$ cat src/ld_pkg.sv
package ld_pkg;

	//////////////////////////////////////////////////////////////////////
	// Widths and memory map
	//////////////////////////////////////////////////////////////////////

	// 32 words of scratch
	localparam int MEM_AW = 5;

	// Autocorrelation input area
	localparam logic [MEM_AW-1:0] R_BASE = 5'd0;
	// Result area, one word per coefficient index
	localparam logic [MEM_AW-1:0] RES_BASE = 5'd16;

	// Q15 for R and rc, Q12 for a
	typedef logic signed [15:0] sample_t;
	// Prediction error, Q15
	typedef logic signed [31:0] energy_t;
	// Wide accumulator for products
	typedef logic signed [47:0] acc_t;

	//////////////////////////////////////////////////////////////////////
	// Scratch word views
	//////////////////////////////////////////////////////////////////////

	// Result layout
	typedef struct packed {
		sample_t coef;
		sample_t rc;
	} result_t;

	// Input view holds a sign-extended R value
	typedef union packed {
		logic signed [31:0] r;
		result_t res;
	} scratch_word_t;

	// One MAC term
	typedef struct packed {
		logic first;
		logic last;
		sample_t coef;
		sample_t corr;
	} mac_term_t;

	// Clip a wide value to the 16-bit range
	function automatic sample_t sat16(input acc_t v);
		if (v > acc_t'(32767))
			return sample_t'(16'sh7fff);
		else if (v < acc_t'(-32768))
			return sample_t'(16'sh8000);
		return sample_t'(v);
	endfunction

endpackage

$ cat src/ld_divider.sv
`timescale 1ns/10ps

module ld_divider (
	input logic clock,
	input logic rst,
	input logic div_start,
	input ld_pkg::sample_t num,
	input ld_pkg::energy_t den,
	output logic div_done,
	output ld_pkg::sample_t k
);
	import ld_pkg::*;

	// Operand magnitudes
	logic [47:0] num_mag;
	logic [47:0] den_mag;

	// Partial remainder and shifted divisor
	logic [47:0] rem;
	logic [47:0] dsh;
	logic [15:0] q;
	// Quotient does not fit 16 bits
	logic ovf;
	// Operand signs differ
	logic neg;
	logic run;
	logic [4:0] cnt;
	// Clipped magnitude
	logic [15:0] mag;

	always_comb
	begin
		num_mag = num[15] ? 48'(-acc_t'(num)) : 48'(acc_t'(num));
		den_mag = den[31] ? 48'(-acc_t'(den)) : 48'(acc_t'(den));
		mag = (ovf || q[15]) ? 16'd32767 : q;
	end

	//////////////////////////////////////////////////////////////////////
	// Sequencer, load plus 16 bit steps plus result
	//////////////////////////////////////////////////////////////////////

	always_ff @(posedge clock)
	begin
		if (rst)
		begin
			run <= 1'b0;
			cnt <= '0;
			div_done <= 1'b0;
		end
		else
		begin
			div_done <= 1'b0;
			if (div_start)
			begin
				run <= 1'b1;
				cnt <= '0;
			end
			else if (run)
			begin
				if (cnt == 5'd16)
				begin
					run <= 1'b0;
					div_done <= 1'b1;
				end
				cnt <= cnt + 5'd1;
			end
		end
	end

	// Restoring steps on magnitudes
	always_ff @(posedge clock)
	begin
		if (div_start)
		begin
			rem <= num_mag << 15;
			dsh <= den_mag << 15;
			ovf <= (num_mag << 15) >= (den_mag << 16);
			neg <= num[15] ^ den[31];
			q <= '0;
		end
		else if (run && cnt != 5'd16)
		begin
			if (rem >= dsh)
			begin
				rem <= rem - dsh;
				q <= {q[14:0], 1'b1};
			end
			else
				q <= {q[14:0], 1'b0};
			dsh <= dsh >> 1;
		end
		// k carries the opposite sign of num/den
		if (run && cnt == 5'd16)
			k <= neg ? sample_t'(mag) : -sample_t'(mag);
	end

endmodule

$ cat src/ld_recursion.sv
`timescale 1ns/10ps

module ld_recursion #(
	parameter int ORDER = 10
) (
	input logic clock,
	input logic rst,
	input logic start,
	input ld_pkg::scratch_word_t rdata,
	input logic num_valid,
	input ld_pkg::sample_t num,
	input ld_pkg::energy_t energy,
	output logic busy,
	output logic done,
	output logic eng_we,
	output logic [ld_pkg::MEM_AW-1:0] eng_addr,
	output ld_pkg::scratch_word_t eng_wdata,
	output logic term_valid,
	output ld_pkg::mac_term_t term,
	output logic init,
	output logic update,
	output ld_pkg::sample_t r0,
	output ld_pkg::sample_t k
);
	import ld_pkg::*;

	localparam logic [3:0] ORD = 4'(ORDER);
	// a[0] = 1.0 in Q12
	localparam sample_t A0 = 16'sd4096;

	// State codes
	localparam logic [3:0] S_IDLE = 4'd0;
	localparam logic [3:0] S_LOAD = 4'd1;
	localparam logic [3:0] S_LOADW = 4'd2;
	localparam logic [3:0] S_INIT = 4'd3;
	localparam logic [3:0] S_MAC = 4'd4;
	localparam logic [3:0] S_NUM = 4'd5;
	localparam logic [3:0] S_DIV = 4'd6;
	localparam logic [3:0] S_KUP = 4'd7;
	localparam logic [3:0] S_UPD = 4'd8;
	localparam logic [3:0] S_WRITE = 4'd9;

	logic [3:0] state;
	// Step index and inner index
	logic [3:0] i;
	logic [3:0] j;

	// Local copies of R, a, old a and rc
	sample_t r [0:ORDER];
	sample_t a [0:ORDER];
	sample_t a_old [0:ORDER];
	sample_t rc [0:ORDER];

	// Divider hookup
	logic div_start;
	logic div_done;
	sample_t div_k;

	// Coefficient update
	acc_t upd_prod;
	sample_t a_upd;
	logic step_end;

	ld_divider u_div (
		.clock(clock),
		.rst(rst),
		.div_start(div_start),
		.num(num),
		.den(energy),
		.div_done(div_done),
		.k(div_k)
	);

	//////////////////////////////////////////////////////////////////////
	// Strobes and streams
	//////////////////////////////////////////////////////////////////////

	always_comb
	begin
		// MAC terms a[j] * R[i-j]
		term_valid = (state == S_MAC);
		term.first = (j == 4'd0);
		term.last = (j == i - 4'd1);
		term.coef = a[j];
		term.corr = r[i - j];
		div_start = (state == S_NUM) && num_valid;
		init = (state == S_INIT);
		update = (state == S_KUP);
		r0 = r[0];
		// Memory port
		eng_we = (state == S_WRITE);
		if (state == S_WRITE)
			eng_addr = RES_BASE + MEM_AW'(j);
		else
			eng_addr = R_BASE + MEM_AW'(j);
		eng_wdata.res.coef = a[j];
		eng_wdata.res.rc = rc[j];
		// a[j] + k*a_old[i-j], Q12
		upd_prod = (acc_t'(k) * acc_t'(a_old[i - j])) >>> 15;
		a_upd = sat16(acc_t'(a_old[j]) + upd_prod);
		// Step 1 has no inner update
		if (state == S_KUP)
			step_end = (i == 4'd1);
		else
			step_end = (j == i - 4'd1);
	end

	//////////////////////////////////////////////////////////////////////
	// Control FSM
	//////////////////////////////////////////////////////////////////////

	always_ff @(posedge clock)
	begin
		if (rst)
		begin
			state <= S_IDLE;
			busy <= 1'b0;
			done <= 1'b0;
			i <= '0;
			j <= '0;
		end
		else
		begin
			done <= 1'b0;
			case (state)
				S_IDLE:
					if (start)
					begin
						busy <= 1'b1;
						j <= '0;
						state <= S_LOAD;
					end
				// Address out, data back next cycle
				S_LOAD:
					state <= S_LOADW;
				S_LOADW:
					if (j == ORD)
						state <= S_INIT;
					else
					begin
						j <= j + 4'd1;
						state <= S_LOAD;
					end
				S_INIT:
				begin
					i <= 4'd1;
					j <= '0;
					state <= S_MAC;
				end
				S_MAC:
					if (j == i - 4'd1)
						state <= S_NUM;
					else
						j <= j + 4'd1;
				S_NUM:
					if (num_valid)
						state <= S_DIV;
				S_DIV:
					if (div_done)
						state <= S_KUP;
				S_KUP, S_UPD:
					if (step_end)
					begin
						j <= '0;
						if (i == ORD)
							state <= S_WRITE;
						else
						begin
							i <= i + 4'd1;
							state <= S_MAC;
						end
					end
					else
					begin
						// Inner loop j = 1 .. i-1
						j <= (state == S_KUP) ? 4'd1 : j + 4'd1;
						state <= S_UPD;
					end
				S_WRITE:
					if (j == ORD)
					begin
						busy <= 1'b0;
						done <= 1'b1;
						state <= S_IDLE;
					end
					else
						j <= j + 4'd1;
				default:
					state <= S_IDLE;
			endcase
		end
	end

	// Register file updates
	always_ff @(posedge clock)
	begin
		if (state == S_LOADW)
			r[j] <= rdata.r[15:0];
		if (state == S_INIT)
		begin
			a[0] <= A0;
			rc[0] <= '0;
		end
		// Latch k and freeze old coefficients
		if (state == S_DIV && div_done)
		begin
			k <= div_k;
			a_old <= a;
		end
		if (state == S_KUP)
		begin
			a[i] <= k >>> 3;
			rc[i] <= k;
		end
		if (state == S_UPD)
			a[j] <= a_upd;
	end

endmodule

$ cat config.mk
export PLATFORM = sky130hd
export DESIGN_NAME = ld_recursion
export DESIGN_NICKNAME = d
export VERILOG_FILES = /design/src/ld_pkg.sv /design/src/ld_divider.sv /design/src/ld_recursion.sv
export SDC_FILE = /design/constraint.sdc
export NUM_CORES = 2
export LEC_CHECK = 0
export BUFFER_PORTS_ARGS = -buffer_cell sky130_fd_sc_hd__buf_2
export CORE_AREA = 2 2 366 368
export DETAILED_ROUTE_END_ITERATION = 16
export DIE_AREA = 0 0 368 370
export GPL_TIMING_DRIVEN = 0
export SLEW_MARGIN = 25
export SYNTH_ARGS = -nofsm -noshare
export SYNTH_HDL_FRONTEND = slang
export SYNTH_SLANG_ARGS = --single-unit
$ cat constraint.sdc
create_clock -name clock -period 18.03 [get_ports clock]
set_input_delay 1.803 -clock clock [delete_from_list [all_inputs] [get_ports clock]]
set_output_delay 1.803 -clock clock [all_outputs]
set_load 0.05 [all_outputs]
### Word level (Yosys, flattened, before mapping)

Memories as Yosys holds them, arrays and structs flattened. A register that Yosys moved wholly into a read port is not among the register bits.
Index checks and enable logic that the tools add are counted.

* bits in registers: 519
* bits in latches: 0
* RAM bits: 352
* bits in read-only memories: 0
* input port bits: 84
* memories: 2

* add/sub/neg operators: 11
* multiply operators: 1
* div/mod/pow operators: 0
* magnitude comparators: 9
* equality and inequality tests: 24
* shifts and indexed selects: 0
* muxes and demuxes: 72
* bitwise gates (word level): 6
* reductions and logical operators: 26

Memory list
* r: depth 11, width 16, rd ports 2, clocked after memory_dff 0, wr ports 1, RTL line ld_recursion.sv:49 `sample_t r [0:ORDER];`
* rc: depth 11, width 16, rd ports 1, clocked after memory_dff 1, wr ports 1, RTL line ld_recursion.sv:52 `sample_t rc [0:ORDER];`

Operator list (number)
* $bwmux W176: 2
* $mux W176: 2
* $mux W16: 15
* $mux W48: 5
* $bmux W16 S4: 3
* $demux W16 S4: 2
* $ge A48 B48 Y1: 2
* $mux W4: 17
* $mux W33: 2
* $sub A48 B48 Y48: 1
* $pmux W4 S9: 1
* $neg A16 Y33: 1
* $neg A32 Y33: 1
* $mul A16 B16 Y32: 1
* $pmux W4 S5: 1
* $add A16 B17 Y18: 1
* $gt A18 B16 Y1 const B: 1
* $lt A18 B16 Y1 const B: 1
* $mux W1: 18
* $eq A4 B3 Y1 const B: 4
* $eq A4 B4 Y1 const B: 4
* $neg A16 Y16: 1
* $reduce_or A16 Y1: 1
* $ge A5 B5 Y1 const B: 3
* other kinds (31): 59

### Logic depth before layout (Yosys ltp)

* depth after elaboration: 13
* mapped depth: 47
* mapped depth without buffers: 41

### Cells and area by module

From an unflattened synthesis, not the netlist that was laid out.

* cell total of the unflattened synthesis: 4459
* area, all modules: 52262.6 µm²

By module, submodules not included
* ld_recursion: instances 1, cells each 3266, area each 42176.7 µm², seq. area each 20219.4 µm²
* ld_divider: instances 1, cells each 1193, area each 10085.9 µm², seq. area each 3583.4 µm²

### Worst setup path after synthesis

No wires, ideal clock.

* path kind: reg-to-reg
* start: register j[1]
* end: register a[125] in the netlist's numbering
* library setup time: 0.070 ns
* arrival time: 12.189 ns
* required time: 17.960 ns
* path slack: 5.771 ns
* cell stages (with the launch flop): 45
* cells stage by stage: dfxtp_1 -> clkbuf_1 -> buf_1 -> clkbuf_1 -> inv_1 -> fa_1 -> buf_2 -> buf_2 -> buf_2 -> mux2_2 -> a221oi_1 -> nor3_1 -> a31oi_1 -> clkbuf_1 -> nor2b_1 -> fa_1 -> inv_1 -> fa_1 -> [... 9 more ...] -> a22o_1 -> a31oi_1 -> nand3_1 -> o21ai_1 -> o21ai_0 -> a221oi_1 -> xnor2_1 -> ha_1 -> nand3_1 -> a2111oi_0 -> nand2_1 -> o21a_1 -> o311ai_0 -> o221ai_1 -> a22oi_1 -> clkbuf_1 -> nor2_1 -> a21oi_1

* longest elaborated chain between the ends: 13
* elaborated cells on any way between the ends: 24

Ends and longest elaborated chain
* start, declared: RTL line ld_recursion.sv:46 `logic [3:0] j;`
* start signal, assigned: RTL line ld_recursion.sv:141 `j <= j + 4'd1;`
* start signal, assigned: RTL line ld_recursion.sv:154 `j <= j + 4'd1;`
* start signal, assigned: RTL line ld_recursion.sv:176 `j <= (state == S_KUP) ? 4'd1 : j + 4'd1;`
* $sub A4 B4 Y4: RTL line ld_recursion.sv:99 `upd_prod = (acc_t'(k) * acc_t'(a_old[i - j])) >>> 15;`
* $not A4 Y5 (implied by the code): RTL line ld_recursion.sv:99
* $bmux W16 S4: RTL line ld_recursion.sv:99
* $mux W16 (implied by the code) (2 in a row): RTL line ld_recursion.sv:99
* $mul A16 B16 Y32: RTL line ld_recursion.sv:99
* $add A16 B17 Y18: RTL line ld_recursion.sv:100 `a_upd = sat16(acc_t'(a_old[j]) + upd_prod);`
* $lt A18 B16 Y1: RTL line ld_pkg.sv:50 `else if (v < acc_t'(-32768))`
* $mux W1: RTL line ld_pkg.sv:50
* $mux W1: RTL line ld_pkg.sv:48 `if (v > acc_t'(32767))`
* $mux W16: RTL line ld_pkg.sv:52 `return sample_t'(v);`
* $bwmux W176 *: RTL line ld_recursion.sv:216 `a[j] <= a_upd;`
* $mux W176 *: RTL line ld_recursion.sv:215 `if (state == S_UPD)`
* end signal, assigned by index: RTL line ld_recursion.sv:212 `a[i] <= k >>> 3;`
* end signal, assigned by index: RTL line ld_recursion.sv:216
* end, declared: RTL line ld_recursion.sv:50 `sample_t a [0:ORDER];`

Mark *: on every way between the ends. The rest lies on a longest branch, timed or not. The select of a mux whose other input is x is not followed.
A chain may end at the register's enable or synchronous reset.

### Worst setup path in the final report

* start: register j[1]
* end: register a[87] in the netlist's numbering

The elaborated chain is that of the path after synthesis.

==> flow_metrics.tcl <==
set metrics [dict create \
    max_stage_delay_ns 0.92 \
    io_pins 193 \
    avgSynthCellArea_um2 11.4 \
    outcome "completed" \
    grt_use_total_pct 24.0 \
    rsz0062_at_grt "false" \
    max_freq_mhz 57.3 \
    yosysUniqueCellTypes 74 \
    crit_required_ns 18.54 \
    cts_buffers 93 \
    worstMarginPinSlew_ns 1.20 \
    drv_cap 0 \
    die-width_um 368 \
    max-slew-margin-rel_pct 19.7 \
    crit_slowest_cell "clkbuf_1" \
    cts_tree "yes" \
    gp_congestion 1.01 \
    fill_cells 12300 \
    synth_area_mm2 0.0525 \
    clk_transition_reported_paths_ns 0.06 \
    final_common_cell "edfxtp_1" \
    fin_skew_ns 0.0614 \
    hold_violations 0 \
    finalCriticalPeriod_ns 17.44 \
    final_core_util_pct 44.9 \
    crit_path_max_fanout 10 \
    die_height_um 370 \
    drt_first_pass_iters 6 \
    dieArea_mm2 0.136 \
    rows 134 \
    grt_max_degree 51 \
    vias_per_cell 5.67 \
    drtAntennaViolNets 0 \
    cts_sinks 875 \
    post-cts-setup-buffer-count 0 \
    endpoint_kind "flip-flop" \
    antenna_found_initial 12 \
    grt_pass1_vias 38200 \
    cts_max_level 3 \
    crit_path_start_kind "flip-flop" \
    hold_path_class "reg2reg" \
    maxSlewViolCount 0 \
    drc 0 \
    cts_root_buf "clkbuf_16" \
    synth_top_area_share_pct 35.9 \
    synth.area.top_cells "edfxtp_1, fa_1, dfxtp_1" \
    synth.largest_area_cell "edfxtp_1" \
    yosysSeqAreaShare_pct 45.3 \
    wire_per_inst_um 24.4 \
    io_buffers 175 \
    finalWirelength_um 165000 \
    multiInputGateArea_mm2 0.0264 \
    core_area_mm2 0.132 \
    clockBufferDepth 3 \
    synthFlopType "edfxtp_1" \
    ys_seq_elements 875 \
    final-setup-viol-count 0 \
    synth-edff-count 628 \
    drive_above_1_share_pct 14.7 \
    synth-async-reset-ratio_pct 0 \
    clk_latency_ns 0.74 \
    ctsResizeCount 0 \
    layout-area-overhead-vs-synth_pct 13.3 \
    finalCritPeriodShare_pct 96.7 \
    cp_common_cell "fa_1" \
    dp_hpwl_um 123000 \
    cp.arrival_ns 17.95 \
    seq_area_mm2 0.0238 \
    yosysWarningCount 0 \
    start_util_pct 39.7 \
    drt_iter0_drc 3889 \
    grt_pass1_wl_um 245000 \
    crit_type "reg2reg" \
    setup_tns_ns 0 \
    final_cell_mix "edfxtp_1, nand2_1, inv_1" \
    cts-hold-fix-buffers 0 \
    fin_nets 5459 \
    num_vias 38400 \
    synthCells 4594 \
    grt-ovfl-total 0 \
]
## layer usage
| metal | vias to the layer above | share of wire, % | track usage [%] |
|---|---|---|---|
| met4 | 6 | 5.3 | 11.4 |
| li1 | 17100 | - | - |
| met1 | 19200 | 39 | 30.6 |
| met3 | 387 | 8.7 | 5.19 |
| met5 | - | 0.064 | 0.420 |
| met2 | 1728 | 46 | 38.9 |
## cell families (layout without fill, tap and decap cells)
logic type	Yosys count	count (layout)	share of synthesized area, %
xor+xnor	138	138	2.31
mux	374	374	11.5
other cells	1	20	0.00714
flops	875	875	45.3
buf+inv	695	1083	5.12
fa+ha+maj	456	456	14.6
compound gates	882	882	10.3
simple gates	1173	1173	10.8
## Yosys cell counts (all sizes together) (66+ instances only)
library cell,number
a211oi,113
a21oi,290
and3,103
clkbuf,245
dfxtp,247
edfxtp,628
fa,264
ha,192
inv,388
mux2,97
mux2i,101
mux4,176
nand2,416
nor2,228
nor2b,126
nor3,69
o21ai,209
xnor2,66
xor2,72
## flip-flops by register name, summed over array words and instances, names as in the netlist, named ones only
| name | cells |
|---|---|
| k | 16 |
| j | 4 |
| u_div.run | 1 |
| u_div.div_done | 1 |
| state | 4 |
| u_div.neg | 1 |
| i | 4 |
| r | 176 |
| done | 1 |
| u_div.rem | 48 |
| busy | 1 |
| a | 176 |
| a_old | 176 |
| u_div.k | 16 |
| u_div.dsh | 48 |
| u_div.cnt | 5 |
| u_div.q | 16 |
| u_div.ovf | 1 |
| rc | 176 |
## critical path: cells and delay by family (launching register included)
family	cells	cell delay, ns
XOR/XNOR	1	0.13
flip-flops	1	0.46
AND/OR/NAND/NOR	6	0.97
buffers and inverters	14	5.74
AO/OA/AOI/OAI	13	5.04
adder cells (fa/ha/maj)	9	4.45
multiplexers	1	0.40
## layout make-up
class                      count  area share (%)
buffer                       305            2.09
clock inverter                45           0.866
multi-input combinational   3041            44.3
inverter                     390            2.46
antenna                        2         0.00841
tap                         1768            3.72
clock buffer                 130            4.36
sequential                   875            40.0
timing repair buffer         213            2.17
## stage by stage
stage / area [µm²] / worst slack, ns / hold WS (ns) / instances
final: 59500 / 0.589 / 0.415 / 6769
after floorplan: 52600 / 5.77 / 0.400 / 4611
after CTS: 59500 / 1.07 / 0.410 / 6767
after global routing: 59500 / 0.131 / 0.423 / 6768
after detailed placement: 56400 / 1.16 / 0.405 / 6592
after global placement: 55700 / 0.181 / 0.401 / 6554
## final timing paths
kind | slack [ns] | from | depth (start not counted) | to
setup / recovery | 0.59 | j[1]$_SDFFE_PP0P_ | 44 | a[87]$_DFF_P_
hold / removal | 0.42 | a[81]$_DFF_P_ | 0 | a_old[81]$_DFFE_PP_
setup reg to reg | 0.59 | j[1]$_SDFFE_PP0P_ | 44 | a[87]$_DFF_P_
hold reg to reg | 0.42 | a[81]$_DFF_P_ | 0 | a_old[81]$_DFFE_PP_
Power is not shown: default switching activity piles up to over one toggle a cycle in this logic, so the estimate is an artifact.
