`src/ld_pkg.sv`:
```
package ld_pkg;

	//////////////////////////////////////////////////////////////////////
	// Widths and memory map
	//////////////////////////////////////////////////////////////////////

	// 32 words of scratch
	localparam int MEM_AW = 5;

	// Autocorrelation input area
	localparam logic [MEM_AW-1:0] R_BASE = 5'd0;
	// Result area, one word per coefficient index
	localparam logic [MEM_AW-1:0] RES_BASE = 5'd16;

	// Q15 for R and rc, Q12 for a
	typedef logic signed [15:0] sample_t;
	// Prediction error, Q15
	typedef logic signed [31:0] energy_t;
	// Wide accumulator for products
	typedef logic signed [47:0] acc_t;

	//////////////////////////////////////////////////////////////////////
	// Scratch word views
	//////////////////////////////////////////////////////////////////////

	// Result layout
	typedef struct packed {
		sample_t coef;
		sample_t rc;
	} result_t;

	// Input view holds a sign-extended R value
	typedef union packed {
		logic signed [31:0] r;
		result_t res;
	} scratch_word_t;

	// One MAC term
	typedef struct packed {
		logic first;
		logic last;
		sample_t coef;
		sample_t corr;
	} mac_term_t;

	// Clip a wide value to the 16-bit range
	function automatic sample_t sat16(input acc_t v);
		if (v > acc_t'(32767))
			return sample_t'(16'sh7fff);
		else if (v < acc_t'(-32768))
			return sample_t'(16'sh8000);
		return sample_t'(v);
	endfunction

endpackage

```
`src/ld_mac.sv`:
```
`timescale 1ns/10ps

module ld_mac (
	input logic clock,
	input logic rst,
	input logic term_valid,
	input ld_pkg::mac_term_t term,
	output logic num_valid,
	output ld_pkg::sample_t num
);
	import ld_pkg::*;

	// Running sum, Q27
	acc_t acc;

	// Current product and sum
	acc_t prod;
	acc_t sum;
	// Back to Q15
	acc_t scaled;

	always_comb
	begin
		prod = acc_t'(term.coef) * acc_t'(term.corr);
		// First term seeds the sum
		if (term.first)
			sum = prod;
		else
			sum = acc + prod;
		scaled = sum >>> 12;
	end

	//////////////////////////////////////////////////////////////////////
	// Accumulator and strobe
	//////////////////////////////////////////////////////////////////////

	always_ff @(posedge clock)
	begin
		if (rst)
		begin
			acc <= '0;
			num_valid <= 1'b0;
		end
		else
		begin
			num_valid <= term_valid && term.last;
			if (term_valid)
				acc <= sum;
		end
	end

	// Numerator held until the next closing term
	always_ff @(posedge clock)
	begin
		if (term_valid && term.last)
			num <= sat16(scaled);
	end

endmodule

```
`config.mk`:
```
export PLATFORM = sky130hd
export DESIGN_NAME = ld_mac
export DESIGN_NICKNAME = d
export VERILOG_FILES = /design/src/ld_pkg.sv /design/src/ld_mac.sv
export SDC_FILE = /design/constraint.sdc
export NUM_CORES = 1
export LEC_CHECK = 0
export BUFFER_PORTS_ARGS = -buffer_cell sky130_fd_sc_hd__buf_2
export CAP_MARGIN = 5
export CELL_PAD_IN_SITES_DETAIL_PLACEMENT = 0
export CELL_PAD_IN_SITES_GLOBAL_PLACEMENT = 1
export CORE_ASPECT_RATIO = 0.7
export CORE_MARGIN = 4
export CORE_UTILIZATION = 50
export CTS_BUF_LIST = sky130_fd_sc_hd__clkbuf_16
export CTS_CLUSTER_SIZE = 30
export DETAILED_ROUTE_END_ITERATION = 10
export PLACE_DENSITY_LB_ADDON = 0.1
export SYNTH_ARGS = -nofsm -noshare
export SYNTH_HDL_FRONTEND = slang
export SYNTH_SLANG_ARGS = --single-unit
```
`constraint.sdc`:
```
create_clock -name clock -period 13.75 [get_ports clock]
set_input_delay 2.75 -clock clock [delete_from_list [all_inputs] [get_ports clock]]
set_output_delay 2.75 -clock clock [all_outputs]
set_load 0.02 [all_outputs]
```
Word level (Yosys, flattened, before mapping) --
Index checks and enable logic that the tools add are counted.
Word-level totals: bits in registers 65, input bits 37, output and inout bits 17
Cells by class: add/sub/neg operators 1, multipliers 1, $lt $le $gt $ge 2, multiplexer cells 7, reductions and logical operators 1
Operator list (number):
- adder 48 x 32 -> 48 bit | 1
- two-way mux 16 bit | 3
- two-way mux 48 bit | 1
- > comparator 36 x 16 -> 1 bit (second input constant) | 1
- less-than comparator 36 x 16 -> 1 bit (second input constant) | 1
- multiplier 16 x 16 -> 32 bit | 1
- two-way mux 1 bit | 3
- logical AND 1 bit | 1

Logic depth before layout (Yosys ltp) --
Gate-level depths: netlist (run 1).
word-level depth 8, mapped depth 38, mapped depth without buffers 35

Worst setup path before layout (run 1) --
OpenSTA, ideal clock, no wires.
path kind input-to-reg, from input term[1] (netlist bit), to register num[5] (data pin), data arrival time 11362 ps, required time 13491 ps, path slack 2129 ps, stages 35, path buffers 3, cell sequence clkbuf_1 > nand2_1 > inv_1 > fa_1 > inv_1 > fa_1 > inv_1 > fa_1 > fa_1 > fa_1 > inv_1 > fa_1 > inv_1 > ha_1 > a21oi_1 > o21bai_1 > a21oi_1 > nor2_1 > a211oi_1 > a21oi_2 > nor2_2 > ha_1 > buf_2 > a21oi_1 > o21ai_1 > a21o_1 > a211o_1 > a21oi_1 > a21oi_1 > or3_1 > a31oi_1 > nand4_1 > o41ai_4 > buf_6 > o21ai_2
On the way: cells in the longest elaborated chain, start to end 8, elaborated cells on any way between the ends 10
RTL lines:
- start, declared | line ld_mac.sv:7 | input ld_pkg::mac_term_t term,
- multiplier 16 x 16 -> 32 bit * | line ld_mac.sv:24 | prod = acc_t'(term.coef) * acc_t'(term.corr);
- adder 48 x 32 -> 48 bit | line ld_mac.sv:29 | sum = acc + prod;
- two-way mux 48 bit * | line ld_mac.sv:26 | if (term.first)
- less-than comparator 36 x 16 -> 1 bit | line ld_pkg.sv:50 | else if (v < acc_t'(-32768))
- two-way mux 1 bit | line ld_pkg.sv:50
- two-way mux 1 bit | line ld_pkg.sv:48 | if (v > acc_t'(32767))
- two-way mux 1 bit | line ld_mac.sv:55 | if (term_valid && term.last)
- two-way mux 16 bit * | line ld_pkg.sv:52 | return sample_t'(v);
- end signal, assigned | line ld_mac.sv:56 | num <= sat16(scaled);
- end, declared | line ld_mac.sv:9 | output ld_pkg::sample_t num
Every way passes the cells marked *; elsewhere a longest branch is shown, timed or not. The select of a mux whose other input is x is not followed. A chain may end at the register's enable or synchronous reset.

Worst setup path in the final report (run 1) --
from input term[31] (netlist bit), to register num[1] (data pin)
The elaborated chain is that of the path after synthesis.

==> results of run 1 <==
[cells by family after synthesis]
kind of cell	count (synthesis)	synth area share, %
muxes	19	1.225
DFF	65	9.232
and+or+nand+nor	559	17.21
AOI/OAI and AO/OA	341	14.55
adders and majority gates	393	43.53
buffers and inverters	431	10.43
xor gates and xnor gates	69	3.818
[stage by stage]
stage | utilization, % | instance area, um2 | hold slack [ps] | setup WS [ps] | cells
6_report | 53.20 | 16610 | 481.4 | 1354 | 2292
4_1_cts | 53.20 | 16610 | 486.5 | 1436 | 2292
3_3_place_gp | 52.33 | 16340 | 465.0 | 1082 | 2276
5_1_grt | 53.20 | 16610 | 512.2 | 692.7 | 2292
2_1_floorplan | - | 15830 | 450.6 | 2129 | 1877
3_5_place_dp | 52.33 | 16340 | 477.3 | 1092 | 2276
[final timing paths]
kind                                      startpoint              endpoint  slack (ps)
worst max register to register   acc[0]$_SDFFE_PP0P_      num[1]$_DFFE_PP_        9190
worst min register to register  acc[33]$_SDFFE_PP0P_  acc[33]$_SDFFE_PP0P_         480
worst max-delay path                        term[31]      num[1]$_DFFE_PP_        1350
worst min-delay path            acc[33]$_SDFFE_PP0P_  acc[33]$_SDFFE_PP0P_         480
[flip-flops by register name, indices dropped and copies added (netlist names)]
| name | flops |
|---|---|
| num | 16 |
| num_valid | 1 |
| acc | 48 |
[Yosys cell counts, drive strengths merged (7+ instances only)]
master | instances | area (um2)
a31oi | 13 | 81.33
dfxtp | 49 | 980.9
edfxtp | 16 | 480.5
a21o | 19 | 142.6
o211ai | 14 | 110.1
a211oi | 34 | 265.3
and3 | 7 | 48.80
xor2 | 25 | 219.0
a311oi | 8 | 76.32
nand4 | 19 | 118.9
nand2 | 192 | 723.2
clkbuf | 58 | 219.0
nor2b | 7 | 43.79
nor2 | 132 | 500.5
o21a | 13 | 97.59
and2 | 127 | 794.5
nand3 | 12 | 60.06
xnor2 | 44 | 385.4
ha | 130 | 1627
mux2i | 16 | 160.2
buf | 23 | 118.9
inv | 350 | 1314
a21oi | 104 | 531.8
o21bai | 12 | 93.84
nand2b | 14 | 87.58
nor3 | 16 | 90.09
o21ai | 73 | 410.4
fa | 263 | 5265
[routing by layer]
layer	wire, um	part of all wire [%]	track usage, %
met1	19960	50	38.32
met2	17930	45	35.72
met3	1914	4.8	2.970
met4	413	1.0	3.713
met5	0	0	0
[tightest hold or removal path: cells and delay by family, from the launching register on]
kind               cells  cell delay, ps
AOI/OAI and AO/OA      1              50
DFF                    1             310
and+or+nand+nor        1              70
[final cells by class]
cell class | instances | share of cell area, %
Inverter | 350 | 7.911
Multi-Input combinational cell | 1381 | 76.58
Clock inverter | 7 | 0.2788
Tap cell | 420 | 3.164
Timing Repair Buffer | 60 | 1.914
Clock buffer | 9 | 1.356
Sequential cell | 65 | 8.800
==> flow_metrics.tcl, run 1 <==
set metrics [dict create \
    status "finished clean" \
    cap_violations 0 \
    worstPathRequired_ps 13940 \
    htreeDepth 3 \
    fin_setup_tns_ps 0 \
    io_pins 54 \
    fin_nets 2297 \
    cts-root-buf "clkbuf_16" \
    crit_cells 34 \
    fillers 3086 \
    crit_slowest_cell "fa_1" \
    cts_hold_buf 0 \
    final_layout_size_suffix_gt1_share_pct 6.410 \
    fp.dieH_um 156.9 \
    rows 54 \
    ys_types 84 \
    cp_max_fo 17 \
    syn_nets 2307 \
    cp_data_arrival_time_ps 12590 \
    postRouteAntennaNets 0 \
    gp_congestion 0.9031 \
    rsz0062_at_grt "no" \
    antenna_found_initial 0 \
    syn_inst 1877 \
    num_vias 12730 \
    grt_pass1_wl_um 66110 \
    max_freq_mhz 80.67 \
    multiInputGateArea_um2 12720 \
    diodes 0 \
    cts_sinks 65 \
    viasPerCell 5.556 \
    mostFrequentLayoutCells "350 x inv_1, 263 x fa_1, 191 x nand2_1" \
    start_util_pct 50.71 \
    fin_crit_sh_pct 90.15 \
    clock_skew_ps 12.03 \
    post_cts_buffers 0 \
    clkLatencyLatePin_ps 350 \
    hold_class "flop to flop" \
    path_buf_inv 7 \
    relSlewSlack_pct 29.36 \
    worst-slew-pin-transition_ps 1060 \
    overflow 0 \
    path_common_cell "fa_1" \
    worstSetupPathType "input pin to flop" \
    drt_iter0_drc 924 \
    core_um2 31210 \
    async_flop_share_pct 0 \
    portBuffers 53 \
    yosysWarnings 0 \
    ys_seq_area_share_pct 9.232 \
    crit_path_end_kind "flop" \
    synth-main-ff-cell "dfxtp_1" \
    routed_wl_um 40220 \
    synth.avg_cell_area_um2 8.434 \
    syn_to_final_growth_pct 4.908 \
    grt_pass1_vias 12280 \
    cts_resized 0 \
    cts-buffers-inserted 9 \
    drv_slew 0 \
    grt_max_degree 88 \
    synth-seq-cells 65 \
    mappedNetlistArea_um2 15830 \
    crit_family "adder cells" \
    die_w_um 220.7 \
    path_clk_slew_ps 60 \
    synth-edff-count 16 \
    ff_latch_area_um2 1461 \
    finalCriticalPeriod_ps 12400 \
    die_area_um2 34620 \
    detail_route.wl_per_cell_um 17.55 \
    grt.total_usage_pct 24.08 \
    hpwl_um 33280 \
    rr_worst_depth 14 \
    layout_commonest_cell "inv_1" \
    hold_viol 0 \
    start_kind "input pin" \
    drt_pass1_iterations 6 \
    whs_path_depth 2 \
    drc 0 \
    cts_tree "yes" \
    cts_buffer_depth 2 \
    setup_violations 0 \
    cp_slowest_stage_delay_ps 740 \
]
Power of run 1 is not shown: default switching activity piles up to over one toggle a cycle in this logic, so the estimate is an artifact.
==> run 2, diff against run 1 <==
CTS_CLUSTER_DIAMETER = 30   (was default)
PLACE_DENSITY_LB_ADDON = 0.25   (was 0.1)
==> run 2 against run 1 <==
Register-to-register slack got worse by 390 ps. Non-clock buffer count fell by 2. Clock skew is 4.6 ps lower. Worst setup slack worse by 600 ps. Largest cell class unchanged. Final cell count barely moved. Critical endpoint is now num[7]$_DFFE_PP_. Hold slack lost 4.9 ps. Flip-flop and latch count unchanged. Final area about the same. Core utilization barely moved. Global-route usage is 0.68 points lower. First-iteration DRC count grew 0.22%.
==> flow_metrics.tcl, run 2 (synthesis gave the netlist of run 1 again) <==
set metrics [dict create \
    path_common_cell "fa_1" \
    grt_max_degree 88 \
    drc 0 \
    relSlewSlack_pct 23.07 \
    start_kind "input pin" \
    max_freq_mhz 76.93 \
    cts-buffers-inserted 9 \
    worstPathRequired_ps 13830 \
    worst-slew-pin-transition_ps 1154 \
    io_pins 54 \
    diodes 0 \
    htreeDepth 3 \
    grt_pass1_wl_um 65030 \
    drt_pass1_iterations 7 \
    clkLatencyLatePin_ps 360 \
    cap_violations 0 \
    cts_resized 0 \
    fin_nets 2295 \
    layout_commonest_cell "inv_1" \
    grt_pass1_vias 12530 \
    fillers 3040 \
    fin_crit_sh_pct 94.54 \
    path_clk_slew_ps 60 \
    drv_slew 0 \
    cp_slowest_stage_delay_ps 940 \
    portBuffers 53 \
    final_layout_size_suffix_gt1_share_pct 6.364 \
    place_area_um2 16320 \
    top_register "acc" \
    cts_hold_buf 0 \
    cts_buffer_depth 2 \
    syn_to_final_growth_pct 4.861 \
    antenna_found_initial 0 \
    num_vias 12810 \
    grt.total_usage_pct 23.40 \
    fp.dieH_um 156.9 \
    routed_wl_um 39370 \
    cts_sinks 65 \
    rows 54 \
    die_area_um2 34620 \
    crit_start "term[15]" \
    overflow 0 \
    reg2reg_from "acc[0]$_SDFFE_PP0P_" \
    post_cts_buffers 0 \
    crit_slowest_cell "o41ai_4" \
    hold_start "acc[32]$_SDFFE_PP0P_" \
    crit_path_end_kind "flop" \
    postRouteAntennaNets 0 \
    hold_class "flop to flop" \
    rsz0062_at_grt "no" \
    multiInputGateArea_um2 12720 \
    cts_tree "yes" \
    finalCriticalPeriod_ps 13000 \
    mostFrequentLayoutCells "351 x inv_1, 263 x fa_1, 191 x nand2_1" \
    finish.utilization_pct 53.18 \
    start_util_pct 50.71 \
    largestRegisters "acc x48, num x16, num_valid x1" \
    viasPerCell 5.593 \
    pre_cts_ws_ps 217.7 \
    cp_data_arrival_time_ps 13080 \
    setup_violations 0 \
    fin_setup_tns_ps 0 \
    cts-root-buf "clkbuf_16" \
    layout_setup_ws_ps 750.5 \
    core_um2 31210 \
    clock_skew_ps 7.451 \
    status "finished clean" \
    cp_max_fo 22 \
    hold_viol 0 \
    drt_iter0_drc 926 \
    detail_route.wl_per_cell_um 17.19 \
    design_area_um2 16600 \
    ff_latch_area_um2 1461 \
    worstSetupPathType "input pin to flop" \
    die_w_um 220.7 \
    gp_congestion 0.9501 \
    largest_register_ffs 48 \
    hpwl_um 32470 \
]
[run 2: metal layers]
layer / track usage [%] / vias to the layer above / share of wire [%]
met1: 35.63 / 6377 / 48
met4: 4.396 / 0 / 1.4
met3: 3.882 / 48 / 6.0
met5: 0 / - / 0
li1: - / 6007 / -
met2: 35.47 / 375 / 44
[run 2: area by class of cell]
cell class | count | area share (%)
multi-input combinational | 1381 | 76.64
sequential | 65 | 8.804
timing repair buffer | 58 | 1.824
tap | 420 | 3.166
inverter | 350 | 7.914
clock inverter | 7 | 0.2940
clock buffer | 9 | 1.357
[run 2: per-stage QoR]
| stage | cells | hold WS [ps] |
|---|---|---|
| 2_1_floorplan | 1877 | 450.6 |
| 3_3_place_gp | 2274 | 464.8 |
| 3_5_place_dp | 2274 | 468.5 |
| 4_1_cts | 2290 | 478.3 |
| 5_1_grt | 2290 | 496.8 |
| 6_report | 2290 | 476.5 |
[run 2: final timing paths]
| path | to | slack [ps] | cells past startpoint |
|---|---|---|---|
| worst max-delay path | num[7]$_DFFE_PP_ | 750 | 32 |
| worst min register to register | acc[32]$_SDFFE_PP0P_ | 480 | 2 |
| worst max register to register | num[4]$_DFFE_PP_ | 8800 | 13 |
| worst min-delay path | acc[32]$_SDFFE_PP0P_ | 480 | 2 |
[run 2: critical path: cells and delay by family]
kind                       cells  cell delay, ps
adders and majority gates      8            4100
buffers and inverters          5             940
AOI/OAI and AO/OA             11            3220
and+or+nand+nor                8            2030
Power of run 2 is left out for the same reason.
==> run 3, diff against run 2 <==
CELL_PAD_IN_SITES_DETAIL_PLACEMENT = default   (was 0)
CELL_PAD_IN_SITES_GLOBAL_PLACEMENT = default   (was 1)
CORE_UTILIZATION = 66   (was 50)
==> run 3 against run 2 <==
Count of clock-buffer cells in the layout stayed put. Worst setup slack better by 21 ps. Final area is 0.72% lower. Die area is 23% lower. Via count is 2.0% higher. Flip-flop and latch count stayed put. Critical path depth is 1 higher. Non-clock buffer count is 1 higher. Global-route usage is 7.0 points higher. Critical path type unchanged.
==> flow_metrics.tcl, run 3 (synthesis gave the netlist of run 1 again) <==
set metrics [dict create \
    status "finished clean" \
    drt_iter0_drc 1184 \
    finalCriticalPeriod_ps 12980 \
    r2r_slack_ps 8920 \
    rr_worst_depth 14 \
    place_area_um2 16200 \
    drt_pass1_iterations 8 \
    syn_to_final_growth_pct 4.110 \
    crit_path_end_kind "flop" \
    worstSetupPathType "input pin to flop" \
    hold_end "acc[33]$_SDFFE_PP0P_" \
    drv_slew 0 \
    hold_viol 0 \
    whs_path_depth 2 \
    overflow 0 \
    cap_violations 0 \
    htreeDepth 3 \
    largest_register_ffs 48 \
    cp_slowest_stage_delay_ps 840 \
    viasPerCell 5.966 \
    start_kind "input pin" \
    hold_start "acc[33]$_SDFFE_PP0P_" \
    design_area_um2 16480 \
    routed_wl_um 38580 \
    wl_met2_um 17990 \
    fin_crit_sh_pct 94.39 \
    setup_violations 0 \
    start_util_pct 66.96 \
    cts_buffer_depth 2 \
    cts_sinks 65 \
    cts_hold_buf 0 \
    diodes 0 \
    layout_commonest_cell "inv_1" \
    worst-slew-pin-transition_ps 1038 \
    detail_route.wl_per_cell_um 17.63 \
    max_freq_mhz 77.05 \
    core_um2 23640 \
    largestRegisters "acc x48, num x16, num_valid x1" \
    clock_skew_ps 9.405 \
    multiInputGateArea_um2 12720 \
    rsz0062_at_grt "no" \
    fillers 1940 \
    reg2reg_from "acc[0]$_SDFFE_PP0P_" \
    worstPathRequired_ps 13840 \
    grt_pass1_wl_um 64930 \
    cp_max_fo 22 \
    gp_congestion 0.9604 \
    fp.dieH_um 137.6 \
    routed.top_layer "met4" \
    hold_class "flop to flop" \
    num_vias 13060 \
    crit_slowest_cell "o41ai_4" \
    grt.total_usage_pct 30.40 \
    post_cts_buffers 0 \
    postRouteAntennaNets 0 \
    die_area_um2 26570 \
    hpwl_um 31350 \
    cts-buffers-inserted 9 \
    fin_nets 2296 \
    cts_resized 0 \
    grt_pass1_vias 13130 \
    final_layout_size_suffix_gt1_share_pct 6.414 \
    grt_max_degree 88 \
    cts-root-buf "clkbuf_16" \
    rr_endpoint "num[14]$_DFFE_PP_" \
    die_w_um 193.1 \
    antenna_found_initial 0 \
    clkLatencyLatePin_ps 350 \
    top_register "acc" \
    routedLengthMet1_um 17030 \
    relSlewSlack_pct 30.81 \
    path_clk_slew_ps 60 \
    fin_setup_tns_ps 0 \
    io_pins 54 \
    ff_latch_area_um2 1461 \
    portBuffers 53 \
    mostFrequentLayoutCells "350 x inv_1, 263 x fa_1, 191 x nand2_1" \
    met3_length_um 3243 \
    rows 47 \
    cp_data_arrival_time_ps 13070 \
    path_common_cell "fa_1" \
    cts_tree "yes" \
    drc 0 \
]
[run 3: cell types whose count changed in the layout (fill, tap and decap cells not counted), sizes merged]
cell,delta
clkinv,+2
clkinvlp,-2
buf,+1
[run 3: final cells by class]
class / instances / share of cell area (%)
multi-input cells: 1381 / 77.16
flip-flops and latches: 65 / 8.867
inverters: 350 / 7.971
well taps: 318 / 2.414
repair buffers: 59 / 1.883
clock buffers: 9 / 1.367
clock inverters: 7 / 0.3340
[run 3: how the worst max path moves through the flow]
stage | startpoint | to | cells after the start
2_1_floorplan | term[1] | num[5]$_DFFE_PP_ | 35
3_3_place_gp | term[31] | num[14]$_DFFE_PP_ | 33
3_5_place_dp | term[31] | num[11]$_DFFE_PP_ | 33
4_1_cts | term[31] | num[14]$_DFFE_PP_ | 33
5_1_grt | term[31] | num[13]$_DFFE_PP_ | 34
6_report | term[31] | num[14]$_DFFE_PP_ | 33
[run 3: worst max-delay path: cells and delay by family]
| family | cells | cell delay [ps] |
|---|---|---|
| compound gates | 14 | 3490 |
| simple gates | 5 | 1610 |
| fa+ha+maj | 8 | 4080 |
| buf+inv | 6 | 1100 |
[run 3: layer usage]
layer  GRT usage [%]  up-vias
li1                -     6015
met1           44.63     6475
met2           48.11      532
met3           6.130       38
met4           4.717        0
met5               0        -
[run 3: metrics by stage]
step	instances	utilization, %	hold WS [ps]	setup slack [ps]
2_1_floorplan	1877	-	450.6	2129
3_3_place_gp	2173	68.53	463.4	747.6
3_5_place_dp	2173	68.53	468.1	525.7
4_1_cts	2189	69.72	479.0	865.4
5_1_grt	2189	69.72	499.6	103.4
6_report	2189	69.72	477.8	771.2
Power of run 3 is left out for the same reason.
